==> config.mk <==
export PLATFORM = sky130hd
export DESIGN_NAME = audio_out_top
export DESIGN_NICKNAME = d
export VERILOG_FILES = /design/src/rtl/audio_pkg.sv /design/src/rtl/frame_if.sv /design/src/rtl/sample_if.sv /design/src/rtl/audio_out_top.sv /design/src/rtl/dac_serializer.sv /design/src/rtl/frame_assembler.sv /design/src/rtl/sample_intake.sv
export SDC_FILE = /design/constraint.sdc
export NUM_CORES = 1
export LEC_CHECK = 0
export BUFFER_PORTS_ARGS = -buffer_cell sky130_fd_sc_hd__buf_2
export CAP_MARGIN = 10
export CORE_AREA = 2 2 137 139
export CTS_BUF_LIST = sky130_fd_sc_hd__clkbuf_4
export DETAILED_ROUTE_END_ITERATION = 7
export DIE_AREA = 0 0 139 141
export PLACE_DENSITY = 0.72
export SYNTH_ARGS = -nofsm -noshare
export SYNTH_HDL_FRONTEND = slang
export SYNTH_HIERARCHICAL = 1
export SYNTH_SLANG_ARGS = --single-unit
==> constraint.sdc <==
create_clock -name clk245760 -period 6.7 [get_ports clk245760]
set_clock_uncertainty 0.15 [all_clocks]
set_input_delay 1.34 -clock clk245760 [delete_from_list [all_inputs] [get_ports clk245760]]
set_output_delay 1.34 -clock clk245760 [all_outputs]
set_load 0.02 [all_outputs]
==> src/rtl/audio_pkg.sv <==
`default_nettype none

package audio_pkg;

    // one audio sample
    localparam int SAMPLE_WIDTH = 24;
    typedef logic [SAMPLE_WIDTH-1:0] sample_t;

    // serial frame layout
    // each channel slot is the sample MSB first, then zero pad bits
    localparam int SLOT_BITS = 32;
    localparam int BCK_DIV = 4;
    localparam int FRAME_CYCLES = 256;

    // position within the frame period
    typedef logic [7:0] frame_cnt_t;

    // intake queue
    localparam int FIFO_DEPTH = 4;
    typedef logic [1:0] fifo_ptr_t;

endpackage

`default_nettype wire

==> src/rtl/frame_if.sv <==
`default_nettype none

interface frame_if;

    // four-phase req/ack, payload held from req rise until ack
    logic req;
    logic ack;
    audio_pkg::sample_t left;
    audio_pkg::sample_t right_smp;

    modport assembler (output req, output left, output right_smp, input ack);
    modport serializer (input req, input left, input right_smp, output ack);

endinterface

`default_nettype wire

==> src/rtl/sample_if.sv <==
`default_nettype none

interface sample_if;

    // head of the intake queue, valid while empty is low
    audio_pkg::sample_t sample;
    logic right;
    logic empty;
    // removes the head at the next edge
    logic pop;

    modport intake (output sample, output right, output empty, input pop);
    modport assembler (input sample, input right, input empty, output pop);

endinterface

`default_nettype wire

==> src/rtl/audio_out_top.sv <==
`default_nettype none

module audio_out_top (
    input  wire                     clk245760,
    input  wire                     rst,

    // sample source, four-phase req/ack
    input  wire audio_pkg::sample_t sample_i,
    input  wire                     right_i,
    input  wire                     req_i,
    output wire                     ack_o,

    // serial DAC
    output wire                     dac_bck_o,
    output wire                     dac_lrck_o,
    output wire                     dac_sda_o
);

    sample_if smp_bus ();
    frame_if frm_bus ();

    sample_intake u_intake (
        .clk245760(clk245760),
        .rst(rst),
        .sample_i(sample_i),
        .right_i(right_i),
        .req_i(req_i),
        .ack_o(ack_o),
        .smp(smp_bus.intake)
    );

    frame_assembler u_assembler (
        .clk245760(clk245760),
        .rst(rst),
        .smp(smp_bus.assembler),
        .frm(frm_bus.assembler)
    );

    dac_serializer u_serializer (
        .clk245760(clk245760),
        .rst(rst),
        .frm(frm_bus.serializer),
        .dac_bck_o(dac_bck_o),
        .dac_lrck_o(dac_lrck_o),
        .dac_sda_o(dac_sda_o)
    );

endmodule

`default_nettype wire

==> src/rtl/dac_serializer.sv <==
`default_nettype none

module dac_serializer (
    input  wire          clk245760,
    input  wire          rst,
    frame_if.serializer  frm,
    output logic         dac_bck_o,
    output logic         dac_lrck_o,
    output logic         dac_sda_o
);

    audio_pkg::frame_cnt_t cnt;
    // left slot in the upper half, right slot in the lower half
    logic [2*audio_pkg::SLOT_BITS-1:0] shreg;

    logic bit_end;
    logic period_end;
    logic load;

    // last cycle of a serial bit, so the next bit starts on the falling bck
    assign bit_end = (cnt % audio_pkg::BCK_DIV) == audio_pkg::BCK_DIV - 1;
    assign period_end = cnt == audio_pkg::frame_cnt_t'(audio_pkg::FRAME_CYCLES - 1);
    assign load = period_end && frm.req && !frm.ack;

    // bck low for the first half of each bit
    assign dac_bck_o = (cnt % audio_pkg::BCK_DIV) >= audio_pkg::BCK_DIV / 2;
    // lrck low for the left half of the period
    assign dac_lrck_o = cnt >= audio_pkg::FRAME_CYCLES / 2;
    assign dac_sda_o = shreg[2*audio_pkg::SLOT_BITS-1];

    // free running, wraps every frame period
    always_ff @(posedge clk245760) begin
        if (rst) begin
            cnt <= '0;
        end else begin
            cnt <= cnt + 1'b1;
        end
    end

    always_ff @(posedge clk245760) begin
        if (rst) begin
            shreg <= '0;
        end else if (period_end) begin
            if (load) begin
                shreg <= {frm.left,
                          {(audio_pkg::SLOT_BITS - audio_pkg::SAMPLE_WIDTH){1'b0}},
                          frm.right_smp,
                          {(audio_pkg::SLOT_BITS - audio_pkg::SAMPLE_WIDTH){1'b0}}};
            end else begin
                // nothing waiting, send a silent period
                shreg <= '0;
            end
        end else if (bit_end) begin
            shreg <= {shreg[2*audio_pkg::SLOT_BITS-2:0], 1'b0};
        end
    end

    // ack rises on load, drops once req is released
    always_ff @(posedge clk245760) begin
        if (rst) begin
            frm.ack <= 1'b0;
        end else if (load) begin
            frm.ack <= 1'b1;
        end else if (!frm.req) begin
            frm.ack <= 1'b0;
        end
    end

    // word clock only toggles at a channel boundary of the counter
    assert property (@(posedge clk245760) disable iff (rst)
        $changed(dac_lrck_o) |->
            ($past(cnt) == audio_pkg::frame_cnt_t'(audio_pkg::FRAME_CYCLES / 2 - 1))
            || ($past(cnt) == audio_pkg::frame_cnt_t'(audio_pkg::FRAME_CYCLES - 1)));

endmodule

`default_nettype wire

==> src/rtl/frame_assembler.sv <==
`default_nettype none

module frame_assembler (
    input wire          clk245760,
    input wire          rst,
    sample_if.assembler smp,
    frame_if.assembler  frm
);

    typedef enum logic [1:0] {
        wait_left,
        wait_right,
        offer
    } state_t;

    state_t state;
    audio_pkg::sample_t pending;
    logic take;

    // no popping while a frame waits or its ack is still high
    assign take = !smp.empty && state != offer && !frm.ack;
    assign smp.pop = take;

    always_ff @(posedge clk245760) begin
        if (rst) begin
            state <= wait_left;
            frm.req <= 1'b0;
        end else begin
            case (state)
                wait_left: begin
                    // an orphan right is just consumed
                    if (take && !smp.right) begin
                        state <= wait_right;
                    end
                end
                wait_right: begin
                    if (take && smp.right) begin
                        frm.req <= 1'b1;
                        state <= offer;
                    end
                end
                offer: begin
                    if (frm.ack) begin
                        frm.req <= 1'b0;
                        state <= wait_left;
                    end
                end
                default: begin
                    state <= wait_left;
                end
            endcase
        end
    end

    // a later left overwrites the pending one
    always_ff @(posedge clk245760) begin
        if (take && !smp.right) begin
            pending <= smp.sample;
        end
        if (take && smp.right && state == wait_right) begin
            frm.left <= pending;
            frm.right_smp <= smp.sample;
        end
    end

    // payload held for the serializer until it acknowledges
    assert property (@(posedge clk245760) disable iff (rst)
        (frm.req && !frm.ack) |=> $stable(frm.left) && $stable(frm.right_smp));

endmodule

`default_nettype wire

==> src/rtl/sample_intake.sv <==
`default_nettype none

module sample_intake (
    input  wire                     clk245760,
    input  wire                     rst,
    input  wire audio_pkg::sample_t sample_i,
    input  wire                     right_i,
    input  wire                     req_i,
    output logic                    ack_o,
    sample_if.intake                smp
);

    // queue storage, sample and channel flag side by side
    audio_pkg::sample_t mem_sample [audio_pkg::FIFO_DEPTH];
    logic mem_right [audio_pkg::FIFO_DEPTH];

    audio_pkg::fifo_ptr_t wr_ptr;
    audio_pkg::fifo_ptr_t rd_ptr;
    // one bit wider than the pointers to tell full from empty
    logic [2:0] count;

    logic full;
    logic wr_en;
    logic rd_en;

    assign full = count == 3'(audio_pkg::FIFO_DEPTH);
    assign smp.empty = count == 3'd0;

    // take a new sample only in the idle phase of the handshake
    assign wr_en = req_i && !ack_o && !full;
    assign rd_en = smp.pop && !smp.empty;

    assign smp.sample = mem_sample[rd_ptr];
    assign smp.right = mem_right[rd_ptr];

    // four-phase input handshake
    always_ff @(posedge clk245760) begin
        if (rst) begin
            ack_o <= 1'b0;
        end else if (wr_en) begin
            ack_o <= 1'b1;
        end else if (!req_i) begin
            ack_o <= 1'b0;
        end
    end

    always_ff @(posedge clk245760) begin
        if (wr_en) begin
            mem_sample[wr_ptr] <= sample_i;
            mem_right[wr_ptr] <= right_i;
        end
    end

    // pointers wrap at the queue depth
    always_ff @(posedge clk245760) begin
        if (rst) begin
            wr_ptr <= '0;
            rd_ptr <= '0;
            count <= '0;
        end else begin
            if (wr_en) begin
                wr_ptr <= wr_ptr + 1'b1;
            end
            if (rd_en) begin
                rd_ptr <= rd_ptr + 1'b1;
            end
            case ({wr_en, rd_en})
                2'b10: count <= count + 1'b1;
                2'b01: count <= count - 1'b1;
                default: count <= count;
            endcase
        end
    end

    // ack only answers a request that was already up
    assert property (@(posedge clk245760) disable iff (rst)
        $rose(ack_o) |-> $past(req_i));

    // a sample is never accepted into a full queue
    assert property (@(posedge clk245760) disable iff (rst)
        $rose(ack_o) |-> $past(!full));

endmodule

`default_nettype wire

==> flow_metrics.py, run 1 <==
metrics = {
    "worst_setup_path": {
        "r2r_setup_slack_ns": 3.88,
        "cp_slowest_cell": "dfxtp_1",
        "arrival_ns": 1.72,
        "crit_path_cell_trace": "inv_1, ha_1, or2_2, buf_2",
        "worst-setup-path-type": "flip-flop to output port",
        "worst_r2r_path_depth": 6,
        "start_kind": "flip-flop",
        "r2r_end": "u_serializer/shreg[21]",
        "crit_required_ns": 5.21,
        "crit_path_end_kind": "output port",
        "crit_end": "dac_bck_o",
        "r2r_start": "u_serializer/cnt[0]",
        "max_stage_delay_ns": 0.41,
        "startpoint": "u_serializer/cnt[0]",
        "worstPathMaxFanout": 5,
    },
    "routing": {
        "antenna_left": 0,
        "via_per_inst": 5.92,
        "drt_iter0_markers": 538,
        "vias": 5995,
        "routed_wl_microns": 17800,
        "wire_per_inst_microns": 17.6,
        "firstDrtPassIters": 5,
        "drc": 0,
    },
    "synthesis": {
        "syn_avg_cell_area_sq_um": 14.3,
        "synth-edff-count": 172,
        "seq_area_frac_synth": 0.685,
        "async_reset_ff_frac": 0,
        "syn_nets": 722,
        "ys.flop_type": "edfxtp_1",
        "synthTopCellsByArea": "edfxtp_1 (53%), dfxtp_1 (16%), mux4_2 (5.7%)",
        "synth-warning-count": 6,
        "synthCells": 686,
        "yosys-top-cells-count": "edfxtp_1 (172), dfxtp_1 (78), nor2_1 (62), o21ai_0 (51)",
        "synthDistinctLibCells": 41,
        "ys_ff_latch": 250,
        "syn_area_sq_um": 9820,
        "synth_top_area_frac": 0.526,
        "synth_most_common_cell": "edfxtp_1",
        "synth_top_cell_by_area": "edfxtp_1",
    },
    "clock_tree": {
        "cts_setup_buffers": 0,
        "clkLatencyLatePin_ns": 0.64,
        "cts_root_buf": "clkbuf_4",
        "cts.path.max_buffers": 3,
        "clock_sinks": 250,
        "cts_tree": "built",
        "cts_max_level": 2,
        "cts_buffers": 58,
        "cts_hold_buf": 0,
        "clk_pin_slew_ns": 0.07,
        "cts_resized": 0,
    },
    "sta": {
        "tightest_slew_ns": 1.11,
        "fin_crit_sh": 0.480,
        "setup_viol_count_final": 0,
        "hold_viol": 0,
        "max_clock_freq_mhz": 311,
        "setup_tns_ns": 0,
        "finalMaxSlewViolations": 0,
        "maxSlewHeadroom": 0.260,
        "period_minus_slack_ns": 3.21,
        "rsz0062_at_grt": "false",
    },
    "grt": {
        "grt_pass1_vias": 5945,
        "grt_max_degree": 116,
        "grt_overflow": 0,
        "grt_pass1_wl_microns": 29400,
        "grt_use_total": 0.183,
        "antenna_found_initial": 1,
    },
    "placement": {
        "dp_hpwl_microns": 9830,
        "gp_congestion": 0.730,
        "port_buffers": 31,
        "placed_area_sq_um": 10100,
    },
    "die": {
        "io_pins": 32,
        "die_h_microns": 141,
        "die_x_microns": 139,
        "rows": 50,
        "initial_core_util": 0.537,
        "core_sq_um": 18300,
        "die_area_sq_um": 19600,
    },
    "power": {
        "ir_drop_mv": 0.182,
        "leakagePower_nw": 3.44,
        "power_density_nw_per_um2": 312,
    },
    "final_layout": {
        "synthToLayoutAreaGrowth_pct": 10.7,
        "nets": 768,
        "multiInputGateArea_sq_um": 2830,
        "final_area_sq_um": 10900,
        "nFillCells": 1418,
        "seqCellArea_sq_um": 6730,
        "drive_gt1_frac": 0.220,
    },
    "run_status": {
        "status": "complete, no violations",
    },
    "run": {
        "maxCapViolations": 0,
    },
    "worst_hold_path": {
        "hp-class": "flip-flop to flip-flop",
    },
}
==> registers in the layout (all words and copies together), names as in the netlist, named ones only <==
register	cells
u_intake/mem_sample	96
u_serializer/shreg	56
u_assembler/frm.left	24
u_assembler/frm.right_smp	24
u_assembler/pending	24
u_serializer/cnt	8
u_intake/mem_right	4
u_intake/count	3
u_assembler/state	2
u_intake/rd_ptr	2
u_intake/wr_ptr	2
u_assembler/frm.req	1
u_intake/ack_o	1
u_serializer/frm.ack	1
==> worst min path at each step <==
stage | startpoint | to | slack, ns | cells after the start
2_1_floorplan | u_assembler/pending[0] | u_assembler/frm.left[0] | 0.25 | 0
3_3_place_gp | u_assembler/pending[23] | u_assembler/frm.left[23] | 0.25 | 0
3_5_place_dp | u_assembler/pending[12] | u_assembler/frm.left[12] | 0.26 | 0
4_1_cts | u_assembler/pending[12] | u_assembler/frm.left[12] | 0.27 | 0
5_1_grt | u_assembler/pending[12] | u_assembler/frm.left[12] | 0.28 | 0
6_report | u_assembler/pending[12] | u_assembler/frm.left[12] | 0.27 | 0
==> layer usage <==
metal | vias to the layer above | track usage | wire length (microns)
li1 | 2815 | - | -
met1 | 2960 | 0.250 | 7810
met2 | 197 | 0.293 | 8780
met3 | 23 | 0.0448 | 1020
met4 | 0 | 0.0627 | 226
met5 | - | 0 | 0
==> metrics by stage <==
| stage | hold slack (ns) | total power [mW] | util | cells | setup slack [ns] |
|---|---|---|---|---|---|
| 4_1_cts | 0.272 | 3.42 | 0.594 | 1011 | 3.44 |
| 6_report | 0.272 | 3.38 | 0.595 | 1012 | 3.49 |
| 3_3_place_gp | 0.252 | 2.24 | 0.554 | 906 | 3.02 |
| 3_5_place_dp | 0.255 | 2.26 | 0.554 | 906 | 2.96 |
| 5_1_grt | 0.277 | 3.55 | 0.595 | 1012 | 3.39 |
| 2_1_floorplan | 0.250 | 2.14 | - | 686 | 2.25 |
==> cell families after synthesis <==
group                      share of synthesized area
muxes                                         0.0599
adders and majority gates                     0.0110
buffers and inverters                         0.0283
xor gates and xnor gates                     0.00535
AOI/OAI and AO/OA                             0.0936
DFF                                            0.685
and+or+nand+nor                                0.117
==> area by class of cell <==
class | instances | share of cell area
Timing Repair Buffer | 42 | 0.0219
Tap cell | 234 | 0.0270
Clock inverter | 15 | 0.00530
Sequential cell | 250 | 0.619
Clock buffer | 90 | 0.0622
Multi-Input combinational cell | 369 | 0.260
Inverter | 11 | 0.00380
Antenna cell | 1 | 0.000230
==> critical path: cells and delay by family (launching register included) <==
family | cells | cell delay [ns]
flip-flops | 1 | 0.41
adder cells (fa/ha/maj) | 1 | 0.18
buffers and inverters | 2 | 0.22
AND/OR/NAND/NOR | 1 | 0.26
==> layout by cell type, fill, tap and decap left out, drive strengths merged, types with 2 or more instances in the layout <==
master and instances:
xor2 5, or3 5, nand3 4, clkbuf 90, a221o 47, nand2 5
nand2b 12, a21oi 17, o21a 2, mux4 25, buf 42, clkinv 15
nor4 48, nor3 2, or3b 2, ha 7, dfxtp 78, nor3b 48
o21ai 51, o211ai 8, or2 2, nor2 62, and2 4, edfxtp 172
o31ai 3, inv 11
==> power by group <==
part | internal [mW] | switching [mW] | total [mW] | leakage (nW)
Combinational | 0.114 | 0.217 | 0.331 | 0.805
Sequential | 1.85 | 0.0515 | 1.90 | 2.20
Clock | 0.609 | 0.548 | 1.16 | 0.443
Total | 2.57 | 0.816 | 3.38 | 3.44
No activity file was read; power rests on OpenSTA's default activity.
==> inputs of run 2 (changes only) <==
clock period = 3.3 ns   (was 6.7 ns; I/O delays follow)
==> flow_metrics.py, run 2 (synthesized netlist as in run 1, its figures left out) <==
metrics = {
    "run_status": {
        "status": "complete, no violations",
    },
    "final_layout": {
        "largest_reg_flops": 96,
        "drive_gt1_frac": 0.220,
        "top_register": "u_intake/mem_sample",
        "synthToLayoutAreaGrowth_pct": 12.8,
        "final_cell_mix": "edfxtp_1 (172), clkbuf_4 (83), dfxtp_1 (78)",
        "final_util": 0.606,
        "top_regs": "u_intake/mem_sample (96), u_serializer/shreg (56)",
        "nets": 784,
        "layout_commonest_cell": "edfxtp_1",
    },
    "sta": {
        "tightest_slew_ns": 1.15,
        "period_minus_slack_ns": 2.74,
        "setup_viol_count_final": 0,
        "hold_viol": 0,
        "max_clock_freq_mhz": 365,
        "maxSlewHeadroom": 0.235,
        "setup_tns_ns": 0,
        "fin_crit_sh": 0.831,
        "rsz0062_at_grt": "false",
        "finalMaxSlewViolations": 0,
    },
    "clock_tree": {
        "cts_buffers": 60,
        "cts.path.max_buffers": 3,
        "clock_sinks": 250,
        "cts_tree": "built",
        "clk_pin_slew_ns": 0.06,
        "cts_setup_buffers": 0,
        "cts_root_buf": "clkbuf_4",
        "cts_max_level": 2,
        "clkLatencyLatePin_ns": 0.68,
    },
    "grt": {
        "grt_use_total": 0.192,
        "antenna_found_initial": 1,
        "grt_overflow": 0,
        "grt_max_degree": 113,
        "grt_pass1_wl_microns": 30600,
        "grt_pass1_vias": 6146,
    },
    "power": {
        "ir_drop_mv": 0.498,
        "leakagePower_nw": 3.53,
        "power_density_nw_per_um2": 636,
    },
    "die": {
        "die_h_microns": 141,
        "initial_core_util": 0.537,
        "die_area_sq_um": 19600,
        "rows": 50,
        "io_pins": 32,
        "die_x_microns": 139,
        "core_sq_um": 18300,
    },
    "routing": {
        "drc": 0,
        "wire_per_inst_microns": 18.2,
        "via_per_inst": 5.94,
        "vias": 6144,
        "routed_wl_microns": 18900,
        "antenna_left": 0,
        "firstDrtPassIters": 5,
        "drt_iter0_markers": 532,
    },
    "placement": {
        "port_buffers": 31,
        "gp_congestion": 0.820,
        "dp_hpwl_microns": 10200,
    },
    "worst_setup_path": {
        "arrival_ns": 3.16,
        "crit_path_end_kind": "flip-flop",
        "worst-setup-path-type": "flip-flop to flip-flop",
        "crit_required_ns": 3.72,
        "worstPathMaxFanout": 6,
        "start_kind": "flip-flop",
    },
    "run": {
        "maxCapViolations": 0,
    },
    "worst_hold_path": {
        "hp-class": "primary input to flip-flop",
    },
}
## run 2: changes by cell type in the layout (fill, tap and decap cells not counted), sizes merged
cell / delta
dlygate4sd3: +13
clkinv: +12
clkbuf: -7
clkinvlp: +2
buf: +1
bufinv: +1
## run 2: timing repair
| item | in CTS | in global routing |
|---|---|---|
| setup endpoints to repair | 0 | 0 |
| gates resized for setup | 0 | 0 |
| hold endpoints to repair | 22 | 17 |
| hold buffers | 7 | 6 |
## run 2: metal layers
layer  track usage  vias to the layer above  share of wire  wire length (microns)
li1              -                     2861              -                      -
met5             0                        -              0                      0
met2         0.312                      235           0.50                   9390
met1         0.251                     3025           0.43                   8100
met4        0.0755                        0          0.012                    217
met3        0.0489                       23          0.061                   1150
## run 2: final cells by class
cell class                      instances  area [sq um]
Tap cell                              234           293
Fill cell                            1397          7200
Timing Repair Buffer                   56           388
Sequential cell                       250          6730
Antenna cell                            1          2.50
Multi-Input combinational cell        369          2840
Inverter                               11          41.3
Clock inverter                         30           158
Clock buffer                           83           623
## run 2: per-stage QoR
stage	cell area (sq um)	power, mW	std cells	hold WS, ns	worst slack, ns
floorplan	9830	4.36	686	0.250	0.199
global placement	10200	4.57	907	0.254	0.731
detailed placement	10200	4.63	907	0.255	0.613
CTS	11000	7.11	1027	0.000710	0.577
global route	11100	7.36	1034	0.00445	0.428
finish	11100	7.04	1034	0.0563	0.559
## run 2: worst max-delay path, stage by stage, from the launching register on
cell     delay [ns]
dfxtp_1        0.41
nor3_1         0.08
buf_4          0.16
nor3_1         0.25
o31ai_1        0.17
inv_1          0.09
ha_1           0.18
inv_1          0.06
fa_1           0.37
xor2_1         0.16
or3_2          0.42
a21oi_1        0.16
## run 2: report_power, final
group | internal, mW | leakage (nW) | switching [mW]
clock | 1.26 | 0.462 | 1.20
sequential | 3.75 | 2.20 | 0.106
combinational | 0.263 | 0.868 | 0.457
total | 5.27 | 3.53 | 1.77
## run 2: path summary, 6_finish.rpt
path                                               from  slack, ns                    endpoint  cells past startpoint
worst min register to register  u_assembler/pending[12]       0.28    u_assembler/frm.left[12]                      0
worst max register to register        u_intake/count[0]       0.56           u_intake/count[2]                     11
worst min-delay path                       sample_i[11]       0.06  u_intake/mem_sample[2][11]                      1
worst max-delay path                  u_intake/count[0]       0.56           u_intake/count[2]                     11
==> inputs of run 3 (changes only) <==
PLACE_DENSITY = 0.75   (was 0.72)
clock period = 2.2 ns   (was 3.3 ns; I/O delays follow)
==> flow_metrics.py, run 3 (synthesized netlist as in run 1, its figures left out) <==
metrics = {
    "routing": {
        "dr.max_layer_used": "met4",
        "wire_per_inst_microns": 18.4,
        "drt_iter0_markers": 498,
        "routed_wl_microns": 19300,
        "route.met3.wl_microns": 1120,
        "vias": 6209,
        "m1WireLength_microns": 7950,
        "drc": 0,
        "via_per_inst": 5.90,
        "firstDrtPassIters": 5,
        "met2_length_microns": 9930,
        "antenna_left": 0,
    },
    "final_layout": {
        "drive_gt1_frac": 0.252,
        "nets": 811,
        "multiInputGateArea_sq_um": 2890,
        "top_regs": "u_intake/mem_sample (96), u_serializer/shreg (56)",
        "top_register": "u_intake/mem_sample",
        "final_cells": 1052,
        "final_util": 0.624,
        "seqCellArea_sq_um": 6730,
        "final_cell_mix": "edfxtp_1 (172), clkbuf_4 (87), dfxtp_1 (73)",
        "nFillCells": 1316,
        "largest_reg_flops": 96,
        "layout_commonest_cell": "edfxtp_1",
        "synthToLayoutAreaGrowth_pct": 16.1,
    },
    "sta": {
        "hold_viol": 0,
        "period_minus_slack_ns": 2.35,
        "timing.final.ws_setup_ns": -0.154,
        "max_clock_freq_mhz": 425,
        "tightest_slew_ns": 0.674,
        "maxSlewHeadroom": 0.551,
        "fin_crit_sh": 1.07,
        "setup_tns_ns": -0.154,
        "setup_viol_count_final": 1,
        "finalMaxSlewViolations": 0,
        "rsz0062_at_grt": "true",
        "hold_slack_ns": 0.211,
    },
    "worst_hold_path": {
        "hold_depth": 3,
        "min_from": "rst",
        "hold_end": "u_serializer/shreg[52]",
        "hp-class": "primary input to flip-flop",
    },
    "worst_setup_path": {
        "r2r_end": "u_intake/count[2]",
        "r2r_setup_slack_ns": -0.15,
        "crit_required_ns": 2.61,
        "worstPathMaxFanout": 3,
        "worst_r2r_path_depth": 9,
        "worst-setup-path-type": "flip-flop to flip-flop",
        "start_kind": "flip-flop",
        "crit_path_end_kind": "flip-flop",
        "r2r_start": "u_intake/count[0]",
        "arrival_ns": 2.77,
    },
    "die": {
        "die_h_microns": 141,
        "rows": 50,
        "io_pins": 32,
        "core_sq_um": 18300,
        "initial_core_util": 0.537,
        "die_x_microns": 139,
        "die_area_sq_um": 19600,
    },
    "power": {
        "switchingPower_mw": 2.59,
        "ir_drop_mv": 0.589,
        "p_sw_frac": 0.245,
        "p_int_mw": 7.99,
        "p_total_mw": 10.6,
        "combPwrFrac": 0.127,
        "clkPwrFrac": 0.328,
        "leakagePower_nw": 3.66,
        "seqPwrFrac": 0.545,
        "power_density_nw_per_um2": 929,
    },
    "clock_tree": {
        "cts_tree": "built",
        "cts_buffers": 57,
        "clkLatencyLatePin_ns": 0.66,
        "clock_sinks": 250,
        "cts.path.max_buffers": 3,
        "clk_pin_slew_ns": 0.06,
        "cts_max_level": 2,
        "cts_root_buf": "clkbuf_4",
    },
    "grt": {
        "grt_pass1_wl_microns": 31800,
        "grt_max_degree": 58,
        "grt_overflow": 0,
        "grt_use_total": 0.201,
        "grt_pass1_vias": 6515,
        "antenna_found_initial": 1,
    },
    "run": {
        "maxCapViolations": 0,
    },
    "placement": {
        "dp_cells": 921,
        "port_buffers": 31,
        "dp_hpwl_microns": 10800,
        "gp_congestion": 0.859,
    },
    "run_status": {
        "violations": "negative setup slack",
        "status": "finished, violations left",
    },
}
run 3: worst max-delay path by stage:
stage / slack, ns / startpoint / end / cells past startpoint
final: -0.15 / u_intake/count[0] / u_intake/count[2] / 9
after floorplan: -0.45 / flip-flop / u_assembler/pending[0] / 4
after CTS: -0.16 / u_intake/count[2] / u_intake/count[2] / 9
after detailed placement: -0.14 / u_intake/count[0] / u_intake/count[2] / 9
after global routing: -0.20 / u_intake/count[2] / u_intake/count[2] / 9
after global placement: -0.05 / u_intake/count[0] / u_intake/count[2] / 9
run 3: worst max-delay path: stages, from the launching register on:
cell     delay (ns)
dfxtp_2        0.33
or3b_4         0.40
and3b_2        0.23
inv_2          0.07
ha_4           0.13
inv_2          0.03
fa_2           0.34
xor2_2         0.16
or3_4          0.32
a21oi_2        0.13
run 3: per-stage QoR:
step                      instance area (sq um)  setup WS (ns)
after detailed placement                  10400         -0.137
after global routing                      11400         -0.198
after floorplan                            9890         -0.445
after CTS                                 11400         -0.157
final                                     11400         -0.154
after global placement                    10400        -0.0513
run 3: area by class of cell:
class | instances | area share
antenna | 1 | 0.000220
clock buffer | 87 | 0.0573
clock inverter | 14 | 0.00505
inverter | 11 | 0.00395
multi-input combinational | 369 | 0.254
sequential | 250 | 0.591
tap | 234 | 0.0257
timing repair buffer | 86 | 0.0630
run 3: metal layers:
metal	up-vias	GRT usage
met5	-	0
met4	0	0.0797
met3	29	0.0472
met2	217	0.344
met1	3061	0.248
li1	2902	-
run 3: power by group through the flow:
stage | clock, mW | sequential [mW] | combinational (mW)
global placement | 0 | 5.84 | 1.17
finish | 3.47 | 5.77 | 1.34
global route | 3.80 | 5.80 | 1.46
floorplan | 0 | 5.81 | 0.788
CTS | 3.56 | 5.76 | 1.30
detailed placement | 0 | 5.87 | 1.23
run 3: what timing repair did:
| action | 4_1_cts | 5_1_grt |
|---|---|---|
| hold buffers | 26 | 0 |
| endpoints found under the setup margin | 2 | 23 |
| pin swaps | 2 | 2 |
| endpoints found under the hold margin | 101 | 0 |
| gates cloned | 0 | 0 |
| gates resized for setup | 7 | 8 |
| setup buffers | 2 | 1 |
